### src/hw/axi_pkg.sv
// AXI package: response codes, single beat size constants, write channel states
package axi_pkg;

   // xRESP encoding
   typedef enum logic [1:0] {
      OKAY   = 2'b00,
      EXOKAY = 2'b01,
      SLVERR = 2'b10,
      DECERR = 2'b11
   } resp_e;

   ////////////////////////////////////////////////////////////
   // Transfer size, every transfer is one full width beat
   ////////////////////////////////////////////////////////////
   localparam logic [2:0] BEAT_SIZE  = 3'b010;          // AxSIZE code for 4 bytes
   localparam int         BEAT_BYTES = 1 << BEAT_SIZE;  // Address step per word

   // Write channel of the master port
   typedef enum logic [1:0] {
      C_IDLE, // No write outstanding
      C_ADDR, // AW still waiting, W may be waiting too
      C_DATA, // AW accepted, W still waiting
      C_RESP  // Both accepted, waiting for B
   } chan_state_e;

endpackage

### src/hw/accel_cfg_pkg.sv
// Accelerator config package: bus widths, register map, destination offset, FSM state enums
package accel_cfg_pkg;

   localparam int DATA_W = 32; // Data path width
   localparam int ADDR_W = 32; // Address width, APB and AXI

   // Raw start address of the copy destination block
   localparam logic [ADDR_W-1:0] DST_OFFSET = 32'h0000_0100;

   ////////////////////////////////////////////////////////////
   // Register offsets on paddr[7:0]
   ////////////////////////////////////////////////////////////
   typedef enum logic [7:0] {
      REG_BASE   = 8'h50, // Memory base offset
      REG_START  = 8'h54, // Bit 0 starts the core, 0 stops it
      REG_STATUS = 8'h58  // Bit 0 busy, bit 1 sticky memory error
   } reg_addr_e;

   // Reset sequencer
   typedef enum logic [1:0] {
      SEQ_IDLE,
      SEQ_HOLD, // Core held in reset
      SEQ_RUN
   } seq_state_e;

   // Copy core
   typedef enum logic [2:0] {
      IDLE,
      RD_REQ,
      RD_WAIT,
      WR_REQ,
      WR_WAIT,
      DONE // Block copied, wait for the next core reset
   } core_state_e;

endpackage
### src/hw/core_mem_if.sv
// Core memory interface: raw read and write requests with acknowledges and error pulse
`timescale 1ns/100ps

interface core_mem_if;

   // Read request and response
   logic                              rd_req;
   logic [accel_cfg_pkg::ADDR_W-1:0] rd_addr;
   logic                              rd_ack;  // One cycle, data valid with it
   logic [accel_cfg_pkg::DATA_W-1:0] rd_data;

   // Write request and response
   logic                              wr_req;
   logic [accel_cfg_pkg::ADDR_W-1:0] wr_addr;
   logic [accel_cfg_pkg::DATA_W-1:0] wr_data;
   logic                              wr_ack;

   logic                              err;     // Pulses with an ack whose response was not OKAY

   // Requester side
   modport core (
      output rd_req, rd_addr, wr_req, wr_addr, wr_data,
      input  rd_ack, rd_data, wr_ack, err
   );

   // Bus port side
   modport port (
      input  rd_req, rd_addr, wr_req, wr_addr, wr_data,
      output rd_ack, rd_data, wr_ack, err
   );

endinterface

### src/hw/accel_wrapper.sv
// Accelerator wrapper top: APB registers, core reset sequencer, copy core and AXI master port
`timescale 1ns/100ps

module accel_wrapper #(
   parameter int RESET_DELAY = 12,
   parameter int COPY_WORDS  = 8
) (
   input  logic                              clk,
   input  logic                              reset_pe,
   // APB configuration
   input  logic                              psel,
   input  logic                              penable,
   input  logic                              pwrite,
   input  logic [accel_cfg_pkg::ADDR_W-1:0] paddr,
   input  logic [accel_cfg_pkg::DATA_W-1:0] pwdata,
   output logic [accel_cfg_pkg::DATA_W-1:0] prdata,
   output logic                              pready,
   // AXI master
   output logic                              awvalid,
   input  logic                              awready,
   output logic [accel_cfg_pkg::ADDR_W-1:0] awaddr,
   output logic                              wvalid,
   input  logic                              wready,
   output logic [accel_cfg_pkg::DATA_W-1:0] wdata,
   input  logic                              bvalid,
   output logic                              bready,
   input  logic [1:0]                        bresp,
   output logic                              arvalid,
   input  logic                              arready,
   output logic [accel_cfg_pkg::ADDR_W-1:0] araddr,
   input  logic                              rvalid,
   output logic                              rready,
   input  logic [accel_cfg_pkg::DATA_W-1:0] rdata,
   input  logic [1:0]                        rresp,
   // Status
   output logic                              busy
);

   logic [accel_cfg_pkg::ADDR_W-1:0] base;
   logic                              start;
   logic                              core_rst;
   logic                              core_run;

   core_mem_if mem_if ();

   assign pready = 1'b1; // No wait states

   apb_cfg_regs u_regs (
      .clk(clk), .reset_pe(reset_pe),
      .psel(psel), .penable(penable), .pwrite(pwrite), .paddr(paddr), .pwdata(pwdata),
      .prdata(prdata), .base(base), .start(start), .busy(busy), .err(mem_if.err)
   );

   core_reset_seq #(.RESET_DELAY(RESET_DELAY)) u_seq (
      .clk(clk), .reset_pe(reset_pe), .start(start),
      .core_rst(core_rst), .core_run(core_run)
   );

   copy_core #(.COPY_WORDS(COPY_WORDS)) u_core (
      .clk(clk), .core_rst(core_rst), .core_run(core_run), .busy(busy), .mem(mem_if.core)
   );

   axi_master_port u_port (
      .clk(clk), .reset_pe(reset_pe), .base(base), .mem(mem_if.port),
      .awvalid(awvalid), .awready(awready), .awaddr(awaddr),
      .wvalid(wvalid), .wready(wready), .wdata(wdata),
      .bvalid(bvalid), .bready(bready), .bresp(bresp),
      .arvalid(arvalid), .arready(arready), .araddr(araddr),
      .rvalid(rvalid), .rready(rready), .rdata(rdata), .rresp(rresp)
   );

endmodule

### src/hw/axi_master_port.sv
// AXI master port: address rebasing, registered AXI channels, acks and errors back to the core
`timescale 1ns/100ps

module axi_master_port (
   input  logic                              clk,
   input  logic                              reset_pe,
   input  logic [accel_cfg_pkg::ADDR_W-1:0] base,
   core_mem_if.port                          mem,
   // Write address
   output logic                              awvalid,
   input  logic                              awready,
   output logic [accel_cfg_pkg::ADDR_W-1:0] awaddr,
   // Write data
   output logic                              wvalid,
   input  logic                              wready,
   output logic [accel_cfg_pkg::DATA_W-1:0] wdata,
   // Write response
   input  logic                              bvalid,
   output logic                              bready,
   input  logic [1:0]                        bresp,
   // Read address
   output logic                              arvalid,
   input  logic                              arready,
   output logic [accel_cfg_pkg::ADDR_W-1:0] araddr,
   // Read data
   input  logic                              rvalid,
   output logic                              rready,
   input  logic [accel_cfg_pkg::DATA_W-1:0] rdata,
   input  logic [1:0]                        rresp
);

   axi_pkg::chan_state_e wr_state;
   logic                 rd_pend;  // Read issued, R not yet seen
   logic                 aw_left;
   logic                 w_left;

   assign aw_left = awvalid & ~awready;
   assign w_left  = wvalid & ~wready;

   ////////////////////////////////////////////////////////////
   // Write channel
   ////////////////////////////////////////////////////////////
   always_ff @(posedge clk) begin
      if (reset_pe) begin
         wr_state <= axi_pkg::C_IDLE;
         awvalid  <= 1'b0;
         wvalid   <= 1'b0;
      end else begin
         case (wr_state)
            axi_pkg::C_IDLE: begin
               if (mem.wr_req) begin // AW and W go out together
                  awvalid  <= 1'b1;
                  wvalid   <= 1'b1;
                  wr_state <= axi_pkg::C_ADDR;
               end
            end
            axi_pkg::C_ADDR: begin
               awvalid <= aw_left;
               wvalid  <= w_left;
               if (!aw_left) wr_state <= w_left ? axi_pkg::C_DATA : axi_pkg::C_RESP;
            end
            axi_pkg::C_DATA: begin
               if (wready) begin
                  wvalid   <= 1'b0;
                  wr_state <= axi_pkg::C_RESP;
               end
            end
            axi_pkg::C_RESP: if (bvalid) wr_state <= axi_pkg::C_IDLE;
            default: wr_state <= axi_pkg::C_IDLE;
         endcase
      end
   end

   // Read channel, one read in flight
   always_ff @(posedge clk) begin
      if (reset_pe) begin
         rd_pend <= 1'b0;
         arvalid <= 1'b0;
      end else if (!rd_pend) begin
         if (mem.rd_req) begin
            rd_pend <= 1'b1;
            arvalid <= 1'b1;
         end
      end else begin
         if (arready) arvalid <= 1'b0;
         if (rvalid && rready) rd_pend <= 1'b0;
      end
   end

   // Rebased addresses and write data, loaded at issue
   always_ff @(posedge clk) begin
      if (wr_state == axi_pkg::C_IDLE && mem.wr_req) begin
         awaddr <= mem.wr_addr + base;
         wdata  <= mem.wr_data;
      end
      if (!rd_pend && mem.rd_req) araddr <= mem.rd_addr + base;
   end

   assign bready = (wr_state == axi_pkg::C_RESP);
   assign rready = rd_pend & ~arvalid;

   ////////////////////////////////////////////////////////////
   // Responses back to the core
   ////////////////////////////////////////////////////////////
   assign mem.rd_ack  = rready & rvalid;
   assign mem.rd_data = rdata;
   assign mem.wr_ack  = bready & bvalid;
   assign mem.err     = (mem.rd_ack & (axi_pkg::resp_e'(rresp) != axi_pkg::OKAY)) |
                        (mem.wr_ack & (axi_pkg::resp_e'(bresp) != axi_pkg::OKAY));

   // Payload must hold while the slave stalls
   a_awaddr_stable: assert property (@(posedge clk) disable iff (reset_pe)
      aw_left |=> $stable(awaddr));
   a_wdata_stable: assert property (@(posedge clk) disable iff (reset_pe)
      w_left |=> $stable(wdata));
   a_araddr_stable: assert property (@(posedge clk) disable iff (reset_pe)
      (arvalid && !arready) |=> $stable(araddr));

endmodule

### src/hw/copy_core.sv
// Copy core: reads a block of words, adds one to each and writes them to the destination block
`timescale 1ns/100ps

module copy_core #(
   parameter int COPY_WORDS = 8
) (
   input  logic     clk,
   input  logic     core_rst,
   input  logic     core_run,
   output logic     busy,
   core_mem_if.core mem
);

   localparam int IDX_W = $clog2(COPY_WORDS + 1);
   localparam int AW    = accel_cfg_pkg::ADDR_W;

   accel_cfg_pkg::core_state_e       state;
   logic [IDX_W-1:0]                 idx;       // Current word
   logic [AW-1:0]                    word_off;  // Byte offset of current word
   logic [accel_cfg_pkg::DATA_W-1:0] wr_data_q;

   assign word_off = AW'(idx) * AW'(axi_pkg::BEAT_BYTES);

   ////////////////////////////////////////////////////////////
   // Request side of the memory interface
   ////////////////////////////////////////////////////////////
   // Requests only while running, state is unknown before the first core reset
   assign mem.rd_req  = core_run & ((state == accel_cfg_pkg::RD_REQ) ||
                                    (state == accel_cfg_pkg::RD_WAIT));
   assign mem.wr_req  = core_run & ((state == accel_cfg_pkg::WR_REQ) ||
                                    (state == accel_cfg_pkg::WR_WAIT));
   assign mem.rd_addr = word_off;
   assign mem.wr_addr = accel_cfg_pkg::DST_OFFSET + word_off;
   assign mem.wr_data = wr_data_q;

   // High from the first run cycle until the block is done
   assign busy = core_run & (state != accel_cfg_pkg::DONE);

   always_ff @(posedge clk) begin
      if (core_rst) begin
         state <= accel_cfg_pkg::IDLE;
         idx   <= '0;
      end else if (core_run) begin
         case (state)
            accel_cfg_pkg::IDLE: begin
               state <= accel_cfg_pkg::RD_REQ;
               idx   <= '0;
            end
            accel_cfg_pkg::RD_REQ:  state <= accel_cfg_pkg::RD_WAIT;
            accel_cfg_pkg::RD_WAIT: begin
               if (mem.rd_ack) state <= accel_cfg_pkg::WR_REQ;
            end
            accel_cfg_pkg::WR_REQ:  state <= accel_cfg_pkg::WR_WAIT;
            accel_cfg_pkg::WR_WAIT: begin
               if (mem.wr_ack) begin
                  if (idx == IDX_W'(COPY_WORDS - 1)) begin
                     state <= accel_cfg_pkg::DONE;
                  end else begin
                     idx   <= idx + 1'b1;
                     state <= accel_cfg_pkg::RD_REQ;
                  end
               end
            end
            accel_cfg_pkg::DONE: ; // Stay until core_rst
            default: state <= accel_cfg_pkg::IDLE;
         endcase
      end
   end

   // Word to write back
   always_ff @(posedge clk) begin
      if (mem.rd_ack && state == accel_cfg_pkg::RD_WAIT) begin
         wr_data_q <= mem.rd_data + 1'b1;
      end
   end

endmodule

### src/hw/core_reset_seq.sv
// Core reset sequencer: multicycle core reset and run enable after the start bit rises
`timescale 1ns/100ps

module core_reset_seq #(
   parameter int RESET_DELAY = 12
) (
   input  logic clk,
   input  logic reset_pe,
   input  logic start,
   output logic core_rst,
   output logic core_run
);

   localparam int CNT_W = $clog2(RESET_DELAY + 1);

   accel_cfg_pkg::seq_state_e state;
   logic                      start_q;  // For rising edge of start
   logic [CNT_W-1:0]          hold_cnt;

   always_ff @(posedge clk) begin
      if (reset_pe) begin
         state    <= accel_cfg_pkg::SEQ_IDLE;
         start_q  <= 1'b0;
         core_rst <= 1'b0;
         core_run <= 1'b0;
         hold_cnt <= '0;
      end else begin
         start_q <= start;
         case (state)
            accel_cfg_pkg::SEQ_IDLE: begin
               if (start && !start_q) begin
                  state    <= accel_cfg_pkg::SEQ_HOLD;
                  core_rst <= 1'b1;
                  hold_cnt <= '0;
               end
            end
            accel_cfg_pkg::SEQ_HOLD: begin
               if (!start) begin            // Software abort
                  state    <= accel_cfg_pkg::SEQ_IDLE;
                  core_rst <= 1'b0;
               end else if (hold_cnt == CNT_W'(RESET_DELAY - 1)) begin
                  state    <= accel_cfg_pkg::SEQ_RUN;
                  core_rst <= 1'b0;
               end else begin
                  hold_cnt <= hold_cnt + 1'b1;
               end
            end
            accel_cfg_pkg::SEQ_RUN: begin
               if (!start) begin
                  state    <= accel_cfg_pkg::SEQ_IDLE;
                  core_run <= 1'b0;
               end else begin
                  core_run <= 1'b1; // One cycle after reset release
               end
            end
            default: state <= accel_cfg_pkg::SEQ_IDLE;
         endcase
      end
   end

   ////////////////////////////////////////////////////////////
   // Checks
   ////////////////////////////////////////////////////////////
   a_rst_len: assert property (@(posedge clk) disable iff (reset_pe || !start)
      $rose(core_rst) |-> core_rst [*RESET_DELAY] ##1 !core_rst);

   a_rst_run_excl: assert property (@(posedge clk) disable iff (reset_pe)
      !(core_rst && core_run));

endmodule

### src/hw/apb_cfg_regs.sv
// APB register block: base offset, start bit, status read-back with sticky error flag
`timescale 1ns/100ps

module apb_cfg_regs (
   input  logic                              clk,
   input  logic                              reset_pe,
   input  logic                              psel,
   input  logic                              penable,
   input  logic                              pwrite,
   input  logic [accel_cfg_pkg::ADDR_W-1:0] paddr,
   input  logic [accel_cfg_pkg::DATA_W-1:0] pwdata,
   output logic [accel_cfg_pkg::DATA_W-1:0] prdata,
   output logic [accel_cfg_pkg::ADDR_W-1:0] base,
   output logic                              start,
   input  logic                              busy,
   input  logic                              err
);

   localparam int DW = accel_cfg_pkg::DATA_W;

   logic                     apb_write;
   logic                     apb_read;
   logic                     err_flag;   // Sticky until REG_START is written
   accel_cfg_pkg::reg_addr_e reg_sel;

   assign apb_write = psel & penable & pwrite; // Access phase only
   assign apb_read  = psel & ~pwrite;          // Setup phase, data ready for access phase
   assign reg_sel   = accel_cfg_pkg::reg_addr_e'(paddr[7:0]);

   ////////////////////////////////////////////////////////////
   // Writable registers
   ////////////////////////////////////////////////////////////
   always_ff @(posedge clk) begin
      if (reset_pe) begin
         base     <= '0;
         start    <= 1'b0;
         err_flag <= 1'b0;
      end else begin
         if (apb_write) begin
            case (reg_sel)
               accel_cfg_pkg::REG_BASE:  base <= pwdata;
               accel_cfg_pkg::REG_START: begin
                  start    <= pwdata[0];
                  err_flag <= 1'b0; // New run, fresh error state
               end
               default: ;
            endcase
         end
         if (err) err_flag <= 1'b1; // Set wins over clear
      end
   end

   // Read-back
   always_ff @(posedge clk) begin
      if (reset_pe) begin
         prdata <= '0;
      end else if (apb_read) begin
         case (reg_sel)
            accel_cfg_pkg::REG_BASE:   prdata <= base;
            accel_cfg_pkg::REG_START:  prdata <= {{(DW-1){1'b0}}, start};
            accel_cfg_pkg::REG_STATUS: prdata <= {{(DW-2){1'b0}}, err_flag, busy};
            default:                   prdata <= '0; // Unmapped
         endcase
      end
   end

endmodule

### config.mk
export PLATFORM = sky130hd
export DESIGN_NAME = accel_wrapper
export DESIGN_NICKNAME = d
export VERILOG_FILES = /design/src/hw/axi_pkg.sv /design/src/hw/accel_cfg_pkg.sv /design/src/hw/core_mem_if.sv /design/src/hw/accel_wrapper.sv /design/src/hw/axi_master_port.sv /design/src/hw/copy_core.sv /design/src/hw/core_reset_seq.sv /design/src/hw/apb_cfg_regs.sv
export SDC_FILE = /design/constraint.sdc
export NUM_CORES = 1
export LEC_CHECK = 0
export BUFFER_PORTS_ARGS = -buffer_cell sky130_fd_sc_hd__buf_2
export CELL_PAD_IN_SITES_DETAIL_PLACEMENT = 2
export CELL_PAD_IN_SITES_GLOBAL_PLACEMENT = 2
export CORE_AREA = 5 5 169 171
export CTS_BUF_LIST = sky130_fd_sc_hd__clkbuf_8 sky130_fd_sc_hd__clkbuf_16
export DETAILED_ROUTE_END_ITERATION = 10
export DIE_AREA = 0 0 174 176
export PLACE_DENSITY_LB_ADDON = 0.1
export SYNTH_ARGS = -nofsm -noshare
export SYNTH_HDL_FRONTEND = slang
export SYNTH_SLANG_ARGS = --single-unit
### constraint.sdc
create_clock -name clk -period 15.3 [get_ports clk]
set_clock_uncertainty 0.2 [all_clocks]
set_input_delay 3.825 -clock clk [delete_from_list [all_inputs] [get_ports clk]]
set_output_delay 3.825 -clock clk [all_outputs]
set_load 0.02 [all_outputs]
=== Word level (Yosys, flattened, before mapping) ===
Index checks and enable logic that the tools add are counted.

* Flip-flop bits (word level): 216
* Input port bits: 110
* Output and inout port bits: 135
* Word-level logic and storage cells: 148

* Add/sub/neg operators: 6
* Equality and inequality tests: 29
* Mux-type cells: 41
* Bitwise logic cells: 19
* Reduce and logical (&&, ||, !) cells: 33

{| class="wikitable"
|+ Operators by type and width
! cell !! number
|-
| 32-bit one-hot mux with 3 select lines || 1
|-
| 10-bit by 32-bit adder with 32-bit output || 1
|-
| 32-bit by 1-bit adder with 32-bit output, second input constant || 1
|-
| 6-bit by 32-bit adder with 32-bit output || 1
|-
| 8-bit by 7-bit equality test with 1-bit output, second input constant || 3
|-
| 4-bit 2-to-1 mux || 5
|-
| 3-bit one-hot mux with 6 select lines || 1
|-
| 1-bit 2-to-1 mux || 16
|-
| 2-bit 2-to-1 mux || 8
|-
| 2-bit != test, second input constant || 8
|-
| 4-bit one-hot mux with 2 select lines || 2
|-
| 4-bit AND reduction || 4
|-
| 2-bit nonzero test || 8
|-
| 1-bit bitwise AND || 13
|-
| 9-bit by 6-bit adder with 10-bit output, first input constant || 1
|-
| 2-bit AND reduction || 5
|-
| 3-bit 2-to-1 mux || 3
|-
| 3-bit AND reduction || 3
|-
| 4-bit by 1-bit adder with 4-bit output, second input constant || 2
|-
| 2-bit by 1-bit != test with 1-bit output, second input constant || 4
|-
| 2-bit one-hot mux with 4 select lines || 1
|-
| 2-bit equality test, second input constant || 3
|-
| 3-bit by 2-bit equality test with 1-bit output, second input constant || 2
|-
| 3-bit equality test, second input constant || 2
|-
| other kinds (17) || 30
|}

=== Logic depth before layout (Yosys ltp) ===
* Depth in word-level cells: 7
* Depth in mapped cells: 7
* Depth with buffers taken out: 6

=== Hierarchy ===
Synthesis repeated with hierarchy kept, for this count alone.

* Cells, all modules: 1,115
* Area total of the unflattened synthesis: 12,021.5 µm²

{| class="wikitable"
|+ By module, submodules not included
! module !! times used !! cells an instance !! area an instance (µm²) !! sequential area each (µm²)
|-
| axi_master_port || 1 || 605 || 6,645.1 || 3,002.9
|-
| copy_core || 1 || 231 || 2,481.1 || 1,101.1
|-
| apb_cfg_regs || 1 || 233 || 2,464.9 || 1,321.3
|-
| core_reset_seq || 1 || 44 || 419.2 || 180.2
|-
| accel_wrapper || 1 || 2 || 11.3 || 0.0
|}

=== Worst setup path before layout ===
OpenSTA, ideal clock, no wires.

* Path kind: input-to-reg
* From: input port rvalid
* To: register u_core.wr_data_q, in the netlist u_core.mem.wr_data[0], enable pin
* Setup time: 513 ps
* Arrival time: 7,332 ps
* Data required time: 14,587 ps
* Path slack: 7,255 ps
* Stages on the path: 2
* Buffers on the path: 0
* Path through: nand3b_1 > nor4b_1

* Longest elaborated chain between the ends: 2

{| class="wikitable"
|+ RTL lines
! item !! RTL line !! RTL
|-
| from (decl) || accel_wrapper.sv:31 || <nowiki>input logic rvalid,</nowiki>
|-
| 1-bit bitwise AND || axi_master_port.sv:105 || <nowiki>assign mem.rd_ack = rready & rvalid;</nowiki>
|-
| 1-bit logical AND || copy_core.sv:72 || <nowiki>if (mem.rd_ack && state == accel_cfg_pkg::RD_WAIT) begin</nowiki>
|-
| to (signal assigned) || copy_core.sv:73 || <nowiki>wr_data_q <= mem.rd_data + 1'b1;</nowiki>
|-
| to (decl) || copy_core.sv:20 || <nowiki>logic [accel_cfg_pkg::DATA_W-1:0] wr_data_q;</nowiki>
|}

Every way passes these cells.
A chain may end at the register's enable or synchronous reset.

=== Final worst setup path ===
* From: register u_core.state[1]
* To: output port busy

* Longest elaborated chain between the ends: 2

{| class="wikitable"
|+ RTL lines
! item !! RTL line !! RTL
|-
| from (decl) || copy_core.sv:17 || <nowiki>accel_cfg_pkg::core_state_e state;</nowiki>
|-
| from (signal assigned) || copy_core.sv:41 || <nowiki>state <= accel_cfg_pkg::IDLE;</nowiki>
|-
| from (signal assigned) || copy_core.sv:46 || <nowiki>state <= accel_cfg_pkg::RD_REQ;</nowiki>
|-
| from (signal assigned) || copy_core.sv:49 || <nowiki>accel_cfg_pkg::RD_REQ: state <= accel_cfg_pkg::RD_WAIT;</nowiki>
|-
| 3-bit != test || copy_core.sv:37 || <nowiki>assign busy = core_run & (state != accel_cfg_pkg::DONE);</nowiki>
|-
| 1-bit bitwise AND || copy_core.sv:37 ||
|-
| to (decl) || accel_wrapper.sv:36 || <nowiki>output logic busy</nowiki>
|}

Every way passes these cells.

==> key figures <==
Hold path
  – Hold EP: u_port.wdata[6]
  – Hold path depth: 0
  – Min-delay src: u_core.mem.wr_data[6]
  – Hold Path Class: register to register

Place
  – Area after DPL: between 0.01 and 0.015 mm^2
  – Dpl ws: 9410 ps
  – DPL Wire Length: 20100 um
  – RePlAce Congestion: 0.786
  – Placed Cells: between 1000 and 1500
  – IO Port Bufs: about 220

Die
  – Die area: 0.0306 mm^2
  – Die Span X: 174 um
  – CORE AREA: 0.0267 mm^2
  – Row cnt: 60
  – Chip height: approximately 180 um
  – Top Ports: 245
  – Initial Utilization: 35.4%

Clock network
  – CTS tree: done
  – Cts hold-fix bufs: 0
  – CTS Sinks: about 220
  – CTS clk-pin slew, worst paths: 60 ps
  – Post_cts resized: 0
  – Setup bufs post-CTS: 0
  – Skew-Pair Late Insertion Delay: 520 ps
  – Clock Root Buffer: clkbuf_16
  – CTS H-tree lvls: 1
  – Clock buffer count from CTS: 26
  – Max Root-Sink Buffers: 3

Route
  – Iteration-0 DRC Markers: 281
  – Routed wire length: 28200 um
  – DRC: 0
  – First drt pass iteration count: 4
  – Antenna viol nets, final: 0
  – Vias: 7090
  – DR vias/cell: 5.08
  – Wire per inst: 20.2 um

STA
  – Min Clock Period, post-route: 5590 ps
  – Max-slew headroom: 29.8%
  – Hold Vio Cnt, Final: 0
  – Fin crit share: 36.5%
  – RSZ-0062 raised after global routing: no
  – Post-route setup slack: slightly below 10000 ps
  – Setup TNS: 0 ps
  – FMAX: 0.179 GHz
  – Slew Limit Fails: 0
  – Final setup fails: 0
  – Least-Margin Pin Slew: 1050 ps

Worst setup path
  – Critical path arrival: 1560 ps
  – CP Capture Type: output port
  – Reg2reg end: u_port.awaddr[14]
  – CP peak stage delay: 550 ps
  – Cells on worst reg2reg path: 4
  – Slowest stage cell, crit path: dfxtp_1
  – CP Cell Sequence: nor2b_1 -> a21oi_1 -> buf_2
  – Critical Path RT: approximately 11000 ps
  – Reg2reg start: u_core.state[2]
  – Crit path kind: register to output port
  – Worst-path maximum fanout: 12
  – Crit path launch type: register
  – R2R setup slack: around 12000 ps

Pwr
  – Part of the power in registers: about half
  – Sw frac: 21.6%
  – Switching Power: about 270 uW
  – VDD IR max: just over 0.09 mV
  – Clock power frac: 47.0%
  – Internal: 983 uW
  – Total design power: 1.25 mW
  – Pleak: 4.74 nW
  – PD cells: 108 mW/mm^2
  – Power share of the combinational group: approximately 3.8%

Global route
  – First-pass GRT wire length: 45000 um
  – Initial antenna violation count: 2
  – Gr ovfl total: 0
  – GRT Overall Usage: 18.2%
  – Via count of the first global-routing pass: 7891
  – Pin count of the biggest net entering global routing: 60

Yosys
  – Main synth FF type: edfxtp_1
  – Synth area leader: edfxtp_1
  – Synthesized instance count: 834
  – Post-synthesis cell type count: 63
  – Syn Nets: 956
  – #FFs+latches synth: 216
  – Mean Syn Cell Area: 11.3 um^2
  – Synth warnings: 0
  – Top cell type's share of synthesized area: 40.6%
  – Post-synth EDFFs: 128
  – Netlist Area Pre-Place: between 0.009 and 0.01 mm^2
  – Post-synthesis async set-or-reset flop share: 0%
  – Sequential element share of the synthesized area: around 59%
  – Top post-synthesis cells by area: edfxtp_1 41%, dfxtp_1 19%, xnor2_1 4.0%, mux2i_1 3.9%, nand2_1 3.9%

Finish
  – Layout cell share with drive strength beyond 1: 26.7%
  – Finished Layout Cells: 1397
  – Finished Cell Area: 0.0117 mm^2
  – Syn-to-layout area delta: 23.3%
  – # nets final: 1157
  – Fillers: 2841

Job
  – Max-cap violations: 0

Status
  – Outcome: completed
-- how the worst max path moves through the flow --
stage                               start                     to  slack (ps)  depth (start not counted)
after floorplan                    rvalid  u_core.mem.wr_data[0]        7250                          2
after CTS                 u_core.state[1]                   busy        9650                          3
after global placement           paddr[7]        u_regs.base[28]        9440                          6
final                     u_core.state[1]                   busy        9710                          3
after global routing      u_core.state[1]                   busy        9570                          3
after detailed placement         paddr[7]        u_regs.base[21]        9410                          6
-- layout make-up --
class | count | area, um^2 | area share (%)
clock buffers | 27 | 676 | 5.79
repair buffers | 229 | 1170 | 10.0
clock inverters | 21 | 143 | 1.22
well taps | 341 | 427 | 3.66
flip-flops and latches | 216 | 5610 | 48.1
inverters | 20 | 75.1 | 0.644
multi-input cells | 542 | 3560 | 30.5
diodes | 1 | 2.50 | 0.0215
-- critical path, delay by kind of cell, from the launching register on --
family,cells,cell delay (ps)
simple gates,1,110
compound gates,1,190
buf+inv,1,190
flops,1,550
-- power by group through the flow --
stage	combinational, mW	clock (mW)	sequential (mW)
2_1_floorplan	0.0259	0	0.628
3_3_place_gp	0.0470	0	0.629
3_5_place_dp	0.0486	0	0.629
4_1_cts	0.0490	0.607	0.617
5_1_grt	0.0537	0.634	0.617
6_report	0.0477	0.590	0.617
-- routing by layer --
layer | global-route usage [%] | vias up | part of all wire [%]
met2 | 33.4 | 173 | 51
met3 | 5.22 | 42 | 6.7
met5 | 0 | - | 0.046
met4 | 4.12 | 2 | 2.0
li1 | - | 3389 | -
met1 | 21.2 | 3484 | 40
-- metrics by stage --
stage               utilization [%]  hold slack [ps]
CTS                            43.6              219
global route                   43.6              223
detailed placement             40.6              205
finish                         43.6              217
floorplan                         -              200
global placement               40.6              201
-- cells in the mapped netlist (3+ instances only) --
master and instances:
a211oi_1 4, a21o_1 5, a21oi_1 18, a22oi_1 30, and2_1 4, and3_1 9
and3b_1 4, and4_1 8, buf_1 3, buf_2 14, clkbuf_1 37, dfxtp_1 88
edfxtp_1 128, ha_1 11, inv_1 19, mux2i_1 37, nand2_1 98, nand2b_1 8
nand3_1 35, nand4_1 24, nor2_1 58, nor2b_1 5, nor3_1 30, nor3b_1 4
nor4_1 8, nor4_2 4, o21ai_0 12, xnor2_1 43, xor2_1 41
-- cell families after synthesis --
| logic type | count (synthesis) | synth area share [%] |
|---|---|---|
| other cells | 1 | 0.0396 |
| simple gates | 321 | 17.7 |
| xor+xnor | 84 | 7.78 |
| buf+inv | 76 | 3.32 |
| compound gates | 86 | 6.22 |
| flops | 216 | 59.3 |
| mux | 38 | 4.03 |
| fa+ha+maj | 12 | 1.67 |
-- state kept, by name, indices dropped and copies added (netlist names) --
| register | count |
|---|---|
| u_core.mem.wr_data | 32 |
| u_port.araddr | 32 |
| u_port.awaddr | 32 |
| u_port.wdata | 32 |
| u_regs.base | 32 |
| u_regs.prdata | 32 |
| u_core.idx | 4 |
| u_seq.hold_cnt | 4 |
| u_core.state | 3 |
| u_port.wr_state | 2 |
| u_seq.state | 2 |
| u_port.arvalid | 1 |
| u_port.awvalid | 1 |
| u_port.rd_pend | 1 |
| u_port.wvalid | 1 |
| u_regs.err_flag | 1 |
| u_regs.start | 1 |
| u_seq.core_rst | 1 |
| u_seq.core_run | 1 |
| u_seq.start_q | 1 |
-- cell usage in the layout, fill, tap and decap left out, types with 10 or more instances in the layout --
cell / instances
inv_1: 26
buf_2: 219
a22oi_1: 30
nor2_1: 57
edfxtp_1: 128
dfxtp_1: 88
nand2_1: 98
nand3_1: 35
ha_1: 11
xnor2_1: 43
xor2_1: 41
a21oi_1: 18
clkbuf_16: 27
mux2i_1: 37
o21ai_0: 12
nor3_1: 30
nand4_1: 24
buf_4: 10
No activity file was read; power rests on OpenSTA's default activity.
